`config.mk`:
```
export PLATFORM = sky130hd
export DESIGN_NAME = ctr_observer
export DESIGN_NICKNAME = d
export VERILOG_FILES = /design/src/source/ctr_obs_pkg.sv /design/src/source/ctr_isa_pkg.sv /design/src/source/ctr_observer.sv /design/src/source/ctr_execute.sv /design/src/source/ctr_decode.sv /design/src/source/ctr_branch_cmp.sv /design/src/source/ctr_lsu_addr.sv
export SDC_FILE = /design/constraint.sdc
export NUM_CORES = 1
export LEC_CHECK = 0
export CORE_UTILIZATION = 27
export CTS_CLUSTER_SIZE = 10
export DETAILED_ROUTE_END_ITERATION = 8
export DONT_BUFFER_PORTS = 1
export RECOVER_POWER = 25
export SLEW_MARGIN = 15
export SYNTH_ARGS = -nofsm -noshare
export SYNTH_HDL_FRONTEND = slang
export SYNTH_HIERARCHICAL = 1
export SYNTH_SLANG_ARGS = --single-unit
```
`constraint.sdc`:
```
create_clock -name clk_i -period 4.1 [get_ports clk_i]
set_input_delay 0.82 -clock clk_i [delete_from_list [all_inputs] [get_ports clk_i]]
set_output_delay 0.82 -clock clk_i [all_outputs]
set_load 0.005 [all_outputs]
```
`src/source/ctr_obs_pkg.sv`:
```
`default_nettype none

package ctr_obs_pkg;

	// observation class
	localparam int unsigned CLASS_W = 3;

	localparam logic [CLASS_W-1:0] CLS_OTHER  = 3'd0;
	localparam logic [CLASS_W-1:0] CLS_LOAD   = 3'd1;
	localparam logic [CLASS_W-1:0] CLS_STORE  = 3'd2;
	localparam logic [CLASS_W-1:0] CLS_BRANCH = 3'd3;
	localparam logic [CLASS_W-1:0] CLS_MUL    = 3'd4;
	localparam logic [CLASS_W-1:0] CLS_DIV    = 3'd5;

	// access size from funct3[1:0], code 11 counts as a word
	localparam logic [1:0] SIZE_BYTE = 2'b00;
	localparam logic [1:0] SIZE_HALF = 2'b01;
	localparam logic [1:0] SIZE_WORD = 2'b10;

	// branch conditions as encoded in funct3
	localparam logic [2:0] BR_EQ  = 3'b000;
	localparam logic [2:0] BR_NE  = 3'b001;
	localparam logic [2:0] BR_LT  = 3'b100;
	localparam logic [2:0] BR_GE  = 3'b101;
	localparam logic [2:0] BR_LTU = 3'b110;
	localparam logic [2:0] BR_GEU = 3'b111;

endpackage

`default_nettype wire

```
`src/source/ctr_isa_pkg.sv`:
```
`default_nettype none

package ctr_isa_pkg;

	// RV32 data and address width
	localparam int unsigned XLEN = 32;

	// major opcodes seen by the observer
	localparam logic [6:0] OPC_LOAD   = 7'h03;
	localparam logic [6:0] OPC_STORE  = 7'h23;
	localparam logic [6:0] OPC_BRANCH = 7'h63;
	localparam logic [6:0] OPC_OP     = 7'h33;

	// M extension selector in funct7
	localparam logic [6:0] FUNCT7_MULDIV = 7'h01;

	// plain MUL in the M extension
	localparam logic [2:0] FUNCT3_MUL = 3'b000;

	// one instruction word read through two field layouts
	typedef union packed {
		// loads and register-immediate forms
		struct packed {
			logic [11:0] imm;
			logic [4:0]  rs1;
			logic [2:0]  funct3;
			logic [4:0]  rd;
			logic [6:0]  opcode;
		} itype;
		// stores; imm_hi is also funct7 for register-register forms
		struct packed {
			logic [6:0] imm_hi;
			logic [4:0] rs2;
			logic [4:0] rs1;
			logic [2:0] funct3;
			logic [4:0] imm_lo;
			logic [6:0] opcode;
		} stype;
	} instr_u;

endpackage

`default_nettype wire
```
`src/source/ctr_observer.sv`:
```
`timescale 1ns/1ps
`default_nettype none

module ctr_observer (
	input  logic                            clk_i,
	input  logic                            rst_n_i,
	input  logic                            in_valid_i,
	output logic                            in_ready_o,
	input  logic [ctr_isa_pkg::XLEN-1:0]    instr_i,
	input  logic [ctr_isa_pkg::XLEN-1:0]    rs1_i,
	input  logic [ctr_isa_pkg::XLEN-1:0]    rs2_i,
	input  logic [ctr_isa_pkg::XLEN-1:0]    pc_i,
	output logic                            obs_valid_o,
	input  logic                            obs_ready_i,
	output logic [ctr_isa_pkg::XLEN-1:0]    obs_pc_o,
	output logic [ctr_obs_pkg::CLASS_W-1:0] obs_class_o,
	output logic [ctr_isa_pkg::XLEN-1:0]    obs_addr_o,
	output logic                            obs_split_o,
	output logic                            obs_taken_o,
	output logic                            obs_div_zero_o
);

	// decode to execute
	logic                            dec_valid;
	logic                            ex_ready;
	logic [ctr_obs_pkg::CLASS_W-1:0] dec_class;
	logic [2:0]                      dec_funct3;
	logic [ctr_isa_pkg::XLEN-1:0]    dec_imm;
	logic [ctr_isa_pkg::XLEN-1:0]    dec_rs1;
	logic [ctr_isa_pkg::XLEN-1:0]    dec_rs2;
	logic [ctr_isa_pkg::XLEN-1:0]    dec_pc;

	ctr_decode u_decode (
		.clk_i        (clk_i),
		.rst_n_i      (rst_n_i),
		.in_valid_i   (in_valid_i),
		.in_ready_o   (in_ready_o),
		.instr_i      (instr_i),
		.rs1_i        (rs1_i),
		.rs2_i        (rs2_i),
		.pc_i         (pc_i),
		.dec_valid_o  (dec_valid),
		.ex_ready_i   (ex_ready),
		.dec_class_o  (dec_class),
		.dec_funct3_o (dec_funct3),
		.dec_imm_o    (dec_imm),
		.dec_rs1_o    (dec_rs1),
		.dec_rs2_o    (dec_rs2),
		.dec_pc_o     (dec_pc)
	);

	ctr_execute u_execute (
		.clk_i          (clk_i),
		.rst_n_i        (rst_n_i),
		.dec_valid_i    (dec_valid),
		.ex_ready_o     (ex_ready),
		.dec_class_i    (dec_class),
		.dec_funct3_i   (dec_funct3),
		.dec_imm_i      (dec_imm),
		.dec_rs1_i      (dec_rs1),
		.dec_rs2_i      (dec_rs2),
		.dec_pc_i       (dec_pc),
		.obs_valid_o    (obs_valid_o),
		.obs_ready_i    (obs_ready_i),
		.obs_pc_o       (obs_pc_o),
		.obs_class_o    (obs_class_o),
		.obs_addr_o     (obs_addr_o),
		.obs_split_o    (obs_split_o),
		.obs_taken_o    (obs_taken_o),
		.obs_div_zero_o (obs_div_zero_o)
	);

endmodule

`default_nettype wire

```
`src/source/ctr_execute.sv`:
```
`timescale 1ns/1ps
`default_nettype none

module ctr_execute (
	input  logic                            clk_i,
	input  logic                            rst_n_i,
	input  logic                            dec_valid_i,
	output logic                            ex_ready_o,
	input  logic [ctr_obs_pkg::CLASS_W-1:0] dec_class_i,
	input  logic [2:0]                      dec_funct3_i,
	input  logic [ctr_isa_pkg::XLEN-1:0]    dec_imm_i,
	input  logic [ctr_isa_pkg::XLEN-1:0]    dec_rs1_i,
	input  logic [ctr_isa_pkg::XLEN-1:0]    dec_rs2_i,
	input  logic [ctr_isa_pkg::XLEN-1:0]    dec_pc_i,
	output logic                            obs_valid_o,
	input  logic                            obs_ready_i,
	output logic [ctr_isa_pkg::XLEN-1:0]    obs_pc_o,
	output logic [ctr_obs_pkg::CLASS_W-1:0] obs_class_o,
	output logic [ctr_isa_pkg::XLEN-1:0]    obs_addr_o,
	output logic                            obs_split_o,
	output logic                            obs_taken_o,
	output logic                            obs_div_zero_o
);

	logic [ctr_isa_pkg::XLEN-1:0] addr;
	logic                         split;
	logic                         taken;
	logic                         div_zero;
	logic                         ex_accept;

	ctr_lsu_addr u_lsu_addr (
		.class_i  (dec_class_i),
		.funct3_i (dec_funct3_i),
		.base_i   (dec_rs1_i),
		.imm_i    (dec_imm_i),
		.addr_o   (addr),
		.split_o  (split)
	);

	ctr_branch_cmp u_branch_cmp (
		.class_i  (dec_class_i),
		.funct3_i (dec_funct3_i),
		.op_a_i   (dec_rs1_i),
		.op_b_i   (dec_rs2_i),
		.taken_o  (taken)
	);

	// divisor check for every divide and remainder form
	assign div_zero = (dec_class_i == ctr_obs_pkg::CLS_DIV) && (dec_rs2_i == '0);

	assign ex_ready_o = ~obs_valid_o | obs_ready_i;
	assign ex_accept  = dec_valid_i & ex_ready_o;

	always_ff @(posedge clk_i or negedge rst_n_i) begin
		if (!rst_n_i) begin
			obs_valid_o <= 1'b0;
		end else if (ex_ready_o) begin
			obs_valid_o <= dec_valid_i;
		end
	end

	// output register
	always_ff @(posedge clk_i) begin
		if (ex_accept) begin
			obs_pc_o       <= dec_pc_i;
			obs_class_o    <= dec_class_i;
			obs_addr_o     <= addr;
			obs_split_o    <= split;
			obs_taken_o    <= taken;
			obs_div_zero_o <= div_zero;
		end
	end

	a_obs_stable: assert property (
		@(posedge clk_i) disable iff (!rst_n_i)
		obs_valid_o && !obs_ready_i |=> obs_valid_o &&
			$stable({obs_pc_o, obs_class_o, obs_addr_o,
				obs_split_o, obs_taken_o, obs_div_zero_o})
	) else $error("observation changed under back-pressure");

	// split comes from the address unit and must only mark memory accesses
	a_split_mem: assert property (
		@(posedge clk_i) disable iff (!rst_n_i)
		obs_valid_o && obs_split_o |->
			(obs_class_o == ctr_obs_pkg::CLS_LOAD) ||
			(obs_class_o == ctr_obs_pkg::CLS_STORE)
	) else $error("split reported for a non-memory class");

endmodule

`default_nettype wire

```
`src/source/ctr_decode.sv`:
```
`timescale 1ns/1ps
`default_nettype none

module ctr_decode (
	input  logic                              clk_i,
	input  logic                              rst_n_i,
	input  logic                              in_valid_i,
	output logic                              in_ready_o,
	input  logic [ctr_isa_pkg::XLEN-1:0]      instr_i,
	input  logic [ctr_isa_pkg::XLEN-1:0]      rs1_i,
	input  logic [ctr_isa_pkg::XLEN-1:0]      rs2_i,
	input  logic [ctr_isa_pkg::XLEN-1:0]      pc_i,
	output logic                              dec_valid_o,
	input  logic                              ex_ready_i,
	output logic [ctr_obs_pkg::CLASS_W-1:0]   dec_class_o,
	output logic [2:0]                        dec_funct3_o,
	output logic [ctr_isa_pkg::XLEN-1:0]      dec_imm_o,
	output logic [ctr_isa_pkg::XLEN-1:0]      dec_rs1_o,
	output logic [ctr_isa_pkg::XLEN-1:0]      dec_rs2_o,
	output logic [ctr_isa_pkg::XLEN-1:0]      dec_pc_o
);

	ctr_isa_pkg::instr_u instr;

	logic [ctr_obs_pkg::CLASS_W-1:0] cls_d;
	logic [ctr_isa_pkg::XLEN-1:0]    imm_i_type;
	logic [ctr_isa_pkg::XLEN-1:0]    imm_s_type;
	logic [ctr_isa_pkg::XLEN-1:0]    imm_d;
	logic                            in_accept;

	assign instr = instr_i;

	// classify by opcode, then funct7 and funct3 for the M extension
	always_comb begin
		cls_d = ctr_obs_pkg::CLS_OTHER;
		case (instr.itype.opcode)
			ctr_isa_pkg::OPC_LOAD: begin
				cls_d = ctr_obs_pkg::CLS_LOAD;
			end
			ctr_isa_pkg::OPC_STORE: begin
				cls_d = ctr_obs_pkg::CLS_STORE;
			end
			ctr_isa_pkg::OPC_BRANCH: begin
				cls_d = ctr_obs_pkg::CLS_BRANCH;
			end
			ctr_isa_pkg::OPC_OP: begin
				if (instr.stype.imm_hi == ctr_isa_pkg::FUNCT7_MULDIV) begin
					// mulh variants stay in the other class
					if (instr.itype.funct3 == ctr_isa_pkg::FUNCT3_MUL) begin
						cls_d = ctr_obs_pkg::CLS_MUL;
					end else if (instr.itype.funct3[2]) begin
						cls_d = ctr_obs_pkg::CLS_DIV;
					end
				end
			end
			default: begin
				cls_d = ctr_obs_pkg::CLS_OTHER;
			end
		endcase
	end

	// sign-extended immediates of both layouts
	assign imm_i_type = {{(ctr_isa_pkg::XLEN - 12){instr.itype.imm[11]}}, instr.itype.imm};
	assign imm_s_type = {{(ctr_isa_pkg::XLEN - 12){instr.stype.imm_hi[6]}},
		instr.stype.imm_hi, instr.stype.imm_lo};

	always_comb begin
		case (cls_d)
			ctr_obs_pkg::CLS_LOAD:  imm_d = imm_i_type;
			ctr_obs_pkg::CLS_STORE: imm_d = imm_s_type;
			default:                imm_d = '0;
		endcase
	end

	// stage is free when empty or when execute takes the held item
	assign in_ready_o = ~dec_valid_o | ex_ready_i;
	assign in_accept  = in_valid_i & in_ready_o;

	always_ff @(posedge clk_i or negedge rst_n_i) begin
		if (!rst_n_i) begin
			dec_valid_o <= 1'b0;
		end else if (in_ready_o) begin
			dec_valid_o <= in_valid_i;
		end
	end

	always_ff @(posedge clk_i) begin
		if (in_accept) begin
			dec_class_o  <= cls_d;
			dec_funct3_o <= instr.itype.funct3;
			dec_imm_o    <= imm_d;
			dec_rs1_o    <= rs1_i;
			dec_rs2_o    <= rs2_i;
			dec_pc_o     <= pc_i;
		end
	end

	// a stalled item must not change class before execute takes it
	a_dec_hold: assert property (
		@(posedge clk_i) disable iff (!rst_n_i)
		dec_valid_o && !ex_ready_i |=> dec_valid_o && $stable(dec_class_o)
	) else $error("decode item changed while stalled");

endmodule

`default_nettype wire

```
`src/source/ctr_branch_cmp.sv`:
```
`timescale 1ns/1ps
`default_nettype none

module ctr_branch_cmp (
	input  logic [ctr_obs_pkg::CLASS_W-1:0] class_i,
	input  logic [2:0]                      funct3_i,
	input  logic [ctr_isa_pkg::XLEN-1:0]    op_a_i,
	input  logic [ctr_isa_pkg::XLEN-1:0]    op_b_i,
	output logic                            taken_o
);

	logic [ctr_isa_pkg::XLEN-1:0] diff;
	logic                         is_equal;
	logic                         is_greater_equal;
	logic                         cmp_signed;
	logic                         cmp_result;

	// a - b through the inverted operand and a carry in
	assign diff = op_a_i + ~op_b_i + 1'b1;

	assign is_equal = (diff == '0);

	assign cmp_signed = (funct3_i == ctr_obs_pkg::BR_LT) ||
		(funct3_i == ctr_obs_pkg::BR_GE);

	// same signs cannot overflow, so the difference sign decides
	always_comb begin
		if (op_a_i[ctr_isa_pkg::XLEN-1] == op_b_i[ctr_isa_pkg::XLEN-1]) begin
			is_greater_equal = ~diff[ctr_isa_pkg::XLEN-1];
		end else begin
			// differing signs, a negative a is small only when signed
			is_greater_equal = op_a_i[ctr_isa_pkg::XLEN-1] ^ cmp_signed;
		end
	end

	always_comb begin
		case (funct3_i)
			ctr_obs_pkg::BR_EQ:  cmp_result = is_equal;
			ctr_obs_pkg::BR_NE:  cmp_result = ~is_equal;
			ctr_obs_pkg::BR_LT,
			ctr_obs_pkg::BR_LTU: cmp_result = ~is_greater_equal;
			ctr_obs_pkg::BR_GE,
			ctr_obs_pkg::BR_GEU: cmp_result = is_greater_equal;
			// undefined 010 and 011 fall back to equal
			default:             cmp_result = is_equal;
		endcase
	end

	assign taken_o = (class_i == ctr_obs_pkg::CLS_BRANCH) & cmp_result;

endmodule

`default_nettype wire

```
`src/source/ctr_lsu_addr.sv`:
```
`timescale 1ns/1ps
`default_nettype none

module ctr_lsu_addr (
	input  logic [ctr_obs_pkg::CLASS_W-1:0] class_i,
	input  logic [2:0]                      funct3_i,
	input  logic [ctr_isa_pkg::XLEN-1:0]    base_i,
	input  logic [ctr_isa_pkg::XLEN-1:0]    imm_i,
	output logic [ctr_isa_pkg::XLEN-1:0]    addr_o,
	output logic                            split_o
);

	logic       mem_op;
	logic [1:0] size;
	logic [1:0] offset;
	logic       misaligned;

	// effective address, imm is zero outside loads and stores
	assign addr_o = base_i + imm_i;
	assign offset = addr_o[1:0];

	assign mem_op = (class_i == ctr_obs_pkg::CLS_LOAD) ||
		(class_i == ctr_obs_pkg::CLS_STORE);

	// reserved size code 11 is handled as a word
	assign size = (funct3_i[1:0] == 2'b11) ? ctr_obs_pkg::SIZE_WORD : funct3_i[1:0];

	always_comb begin
		case (size)
			ctr_obs_pkg::SIZE_BYTE: misaligned = 1'b0;
			// a halfword only crosses a word at offset 3
			ctr_obs_pkg::SIZE_HALF: misaligned = (offset == 2'b11);
			ctr_obs_pkg::SIZE_WORD: misaligned = (offset != 2'b00);
			default:                misaligned = 1'b0;
		endcase
	end

	assign split_o = mem_op & misaligned;

endmodule

`default_nettype wire

```
==> results.md <==
* Outcome: completed
* Number of synthesized flops with an enable pin at 184
* Tmin final at 3570 ps
* Yosys top cell area share at 0.552
* M3 GR Usage at 0.0597
* Max frequency at 280 MHz
* CTS buffer count at 17
* Clock Path Buffers at 2
* Chip width at 195 microns
* Global route overflow at 0
* Vias in the first global route at 6243
* Post-Synthesis Cell Area at 10000 sq um
* Slew Viols, Final at 0
* CTS tree: yes
* Via total after detailed routing at 6437
* Net count after synthesis at 1008
* Top-count cell post-synth: edfxtp_1
* Max Cap Viol at 0
* Area growth syn-to-layout at 9.92%
* Die Ht at 195 microns
* Initial core utilization at 0.274
* Clk Latency, worst-skew pair at 450 ps
* Slew @ Worst Pin at 990 ps
* Syn_area_per_cell at 12.3 sq um
* Pre-CTS setup slack at 643 ps
* # H-tree levels at 4
* Buffers on Ports at 0
* Power Dens Cells at 442 nW/um^2
* Io pins at 204
* Number of remaining DRC errors at 0
* Pin count of the biggest net entering global routing at 71
* Clock transition at path regs at 80 ps
* Antenna violations before repair at 13
* Vias per cell at 5.01
* Worst R2R Path Depth at 12
* Post-Layout Inst Area at 11000 sq um
* Worst min-delay path class: primary input to asynchronous set/reset pin
* Final setup viols at 0
* Post-CTS setup buffers at 0
* Routing usage on met2 at 0.187
* Nature of the critical path startpoint: flip-flop
* Ys async rst share at 0.0108
* Die area at 37900 sq um
* Final #Nets at 991
* First-pass GRT wire length at 38.2 mm
* Tot GR Track Use at 0.136
* Max_slew headroom at 0.340
* Setup CP Type: flip-flop to flip-flop
* Layout cell share with drive strength beyond 1 at 0.100
* DP Area at 10400 sq um
* Standard-cell rows at 70
* Post-cts sizing count at 0
* Router iterations before antenna repair at 5
* Final worst path period share at 0.871
* RSZ-0062 raised after global routing: false
* Worst-path fanout max at 8
* Final Skew at 15.5 ps
* Worst hold slack at 57.9 ps
* Cells after synthesis at 813
* Leakage power at 0.00403 uW
* Distinct cells, synth at 84
* Clock sink count at 186
* Worst VDD drop at 0.000380 V
* Clk root buf: clkbuf_16
* Critical Path AT at 3750 ps
* Final Hold Fails at 0
* Post-route ant nets at 0
* Synth area leader: edfxtp_1
* Drt wl/cell at 19.9 microns
* Kind of end point of the critical path: flip-flop
* Fillers at 3686
* Core Area at 36500 sq um
* Met1 Use GR at 0.193
* Hold Buf Count CTS at 0
* Total Power at 4870 uW
* Setup TNS at 0 ps
* Critical Path RT at 4280 ps
* Final worst setup slack at 531 ps
* GPL Wtd Cong at 0.873
* Initial DRC count at 537
* Synth top cells by count: edfxtp_1 (184), ha_1 (62), nor2_1 (56)
* Post-DP HPWL at 19.5 mm
* #FFs+latches synth at 186
* Top Usage Layer GRT: met1
* Synth top area cells: edfxtp_1 (55%), ha_1 (7.7%), a21oi_1 (2.7%)
* Most used DFF post-synth: edfxtp_1
* Yosys warning count at 6
* Routed wire length at 25.6 mm
* Post-synthesis sequential area ratio at 0.557
==> through the flow <==
stage          cells   util
2_1_floorplan    813      -
3_5_place_dp    1245  0.284
3_3_place_gp    1245  0.284
5_1_grt         1279  0.301
4_1_cts         1277  0.301
6_report        1285  0.302
==> routing by layer <==
| layer | part of all wire | up-vias |
|---|---|---|
| li1 | - | 3059 |
| met1 | 0.48 | 3073 |
| met2 | 0.40 | 265 |
| met3 | 0.11 | 28 |
| met4 | 0.013 | 12 |
| met5 | 0.0031 | - |
==> path summary, 6_finish.rpt <==
path	from	to	slack, ps
worst max-delay path	u_decode/dec_rs2_o[16]$_DFFE_PP_	u_execute/obs_taken_o$_DFFE_PP_	530
worst min-delay path	rst_n_i	u_decode/dec_valid_o$_DFFE_PN0N_	60
worst max register to register	u_decode/dec_rs2_o[16]$_DFFE_PP_	u_execute/obs_taken_o$_DFFE_PP_	530
worst min register to register	u_decode/dec_pc_o[3]$_DFFE_PP_	u_execute/obs_pc_o[3]$_DFFE_PP_	420
max in group asynchronous	rst_n_i	u_execute/obs_valid_o$_DFFE_PN0N_	3980
min in group clk_i	u_decode/dec_pc_o[3]$_DFFE_PP_	u_execute/obs_pc_o[3]$_DFFE_PP_	420
==> cell type report <==
type | count | area [sq um] | share of cell area
Tap cell | 468 | 586 | 0.0532
Clock inverter | 15 | 191 | 0.0174
Multi-Input combinational cell | 541 | 4000 | 0.363
Inverter | 46 | 173 | 0.0157
Sequential cell | 186 | 5580 | 0.506
Clock buffer | 17 | 425 | 0.0386
Antenna cell | 8 | 20.0 | 0.00182
Timing Repair Buffer | 4 | 42.5 | 0.00386
==> flip-flops by register name, indices dropped and copies added, names as in the netlist <==
name and count:
u_execute/obs_taken_o 1, u_decode/dec_rs2_o 32, u_execute/obs_valid_o 1, u_execute/obs_pc_o 32
u_execute/obs_addr_o 32, u_decode/dec_valid_o 1, u_execute/obs_split_o 1, u_decode/dec_imm_o 12
u_decode/dec_rs1_o 32, u_execute/obs_class_o 3, u_decode/dec_pc_o 32, u_decode/dec_class_o 3
u_decode/dec_funct3_o 3, u_execute/obs_div_zero_o 1
==> worst max-delay path: stages (launching register included) <==
cell and delay, ps:
edfxtp_1 430, inv_1 160, ha_1 360, a211oi_2 260, o21bai_1 150, a41o_1 250
a31oi_1 240, o21bai_4 200, o21ai_0 100, a21oi_1 350, xor2_1 120, o311ai_0 560
mux2i_1 140
==> logic make-up after synthesis <==
group | Yosys count | share of synthesized area
xor gates and xnor gates | 52 | 0.0455
buffers and inverters | 86 | 0.0448
AOI/OAI and AO/OA | 208 | 0.154
DFF | 186 | 0.557
and+or+nand+nor | 211 | 0.112
adders and majority gates | 63 | 0.0794
muxes | 7 | 0.00699
==> placed cells by master, fill, tap and decap left out, types with 10 or more instances in the layout <==
master     instances
xor2_1            26
nor3_1            13
nand2_1           45
clkbuf_16         17
nand3_1           11
a21oi_1           55
and2_1            10
o21ai_0           33
nor2_1            56
edfxtp_1         184
inv_1             46
nand4_1           11
ha_1              62
a21o_1            20
xnor2_1           26
nor4_1            15
==> power by group <==
group	switching (uW)	internal, uW	leakage [uW]
Sequential	104	2290	0.00180
Combinational	495	295	0.00194
Clock	851	834	0.000298
Power figures use the tool's default switching activity.
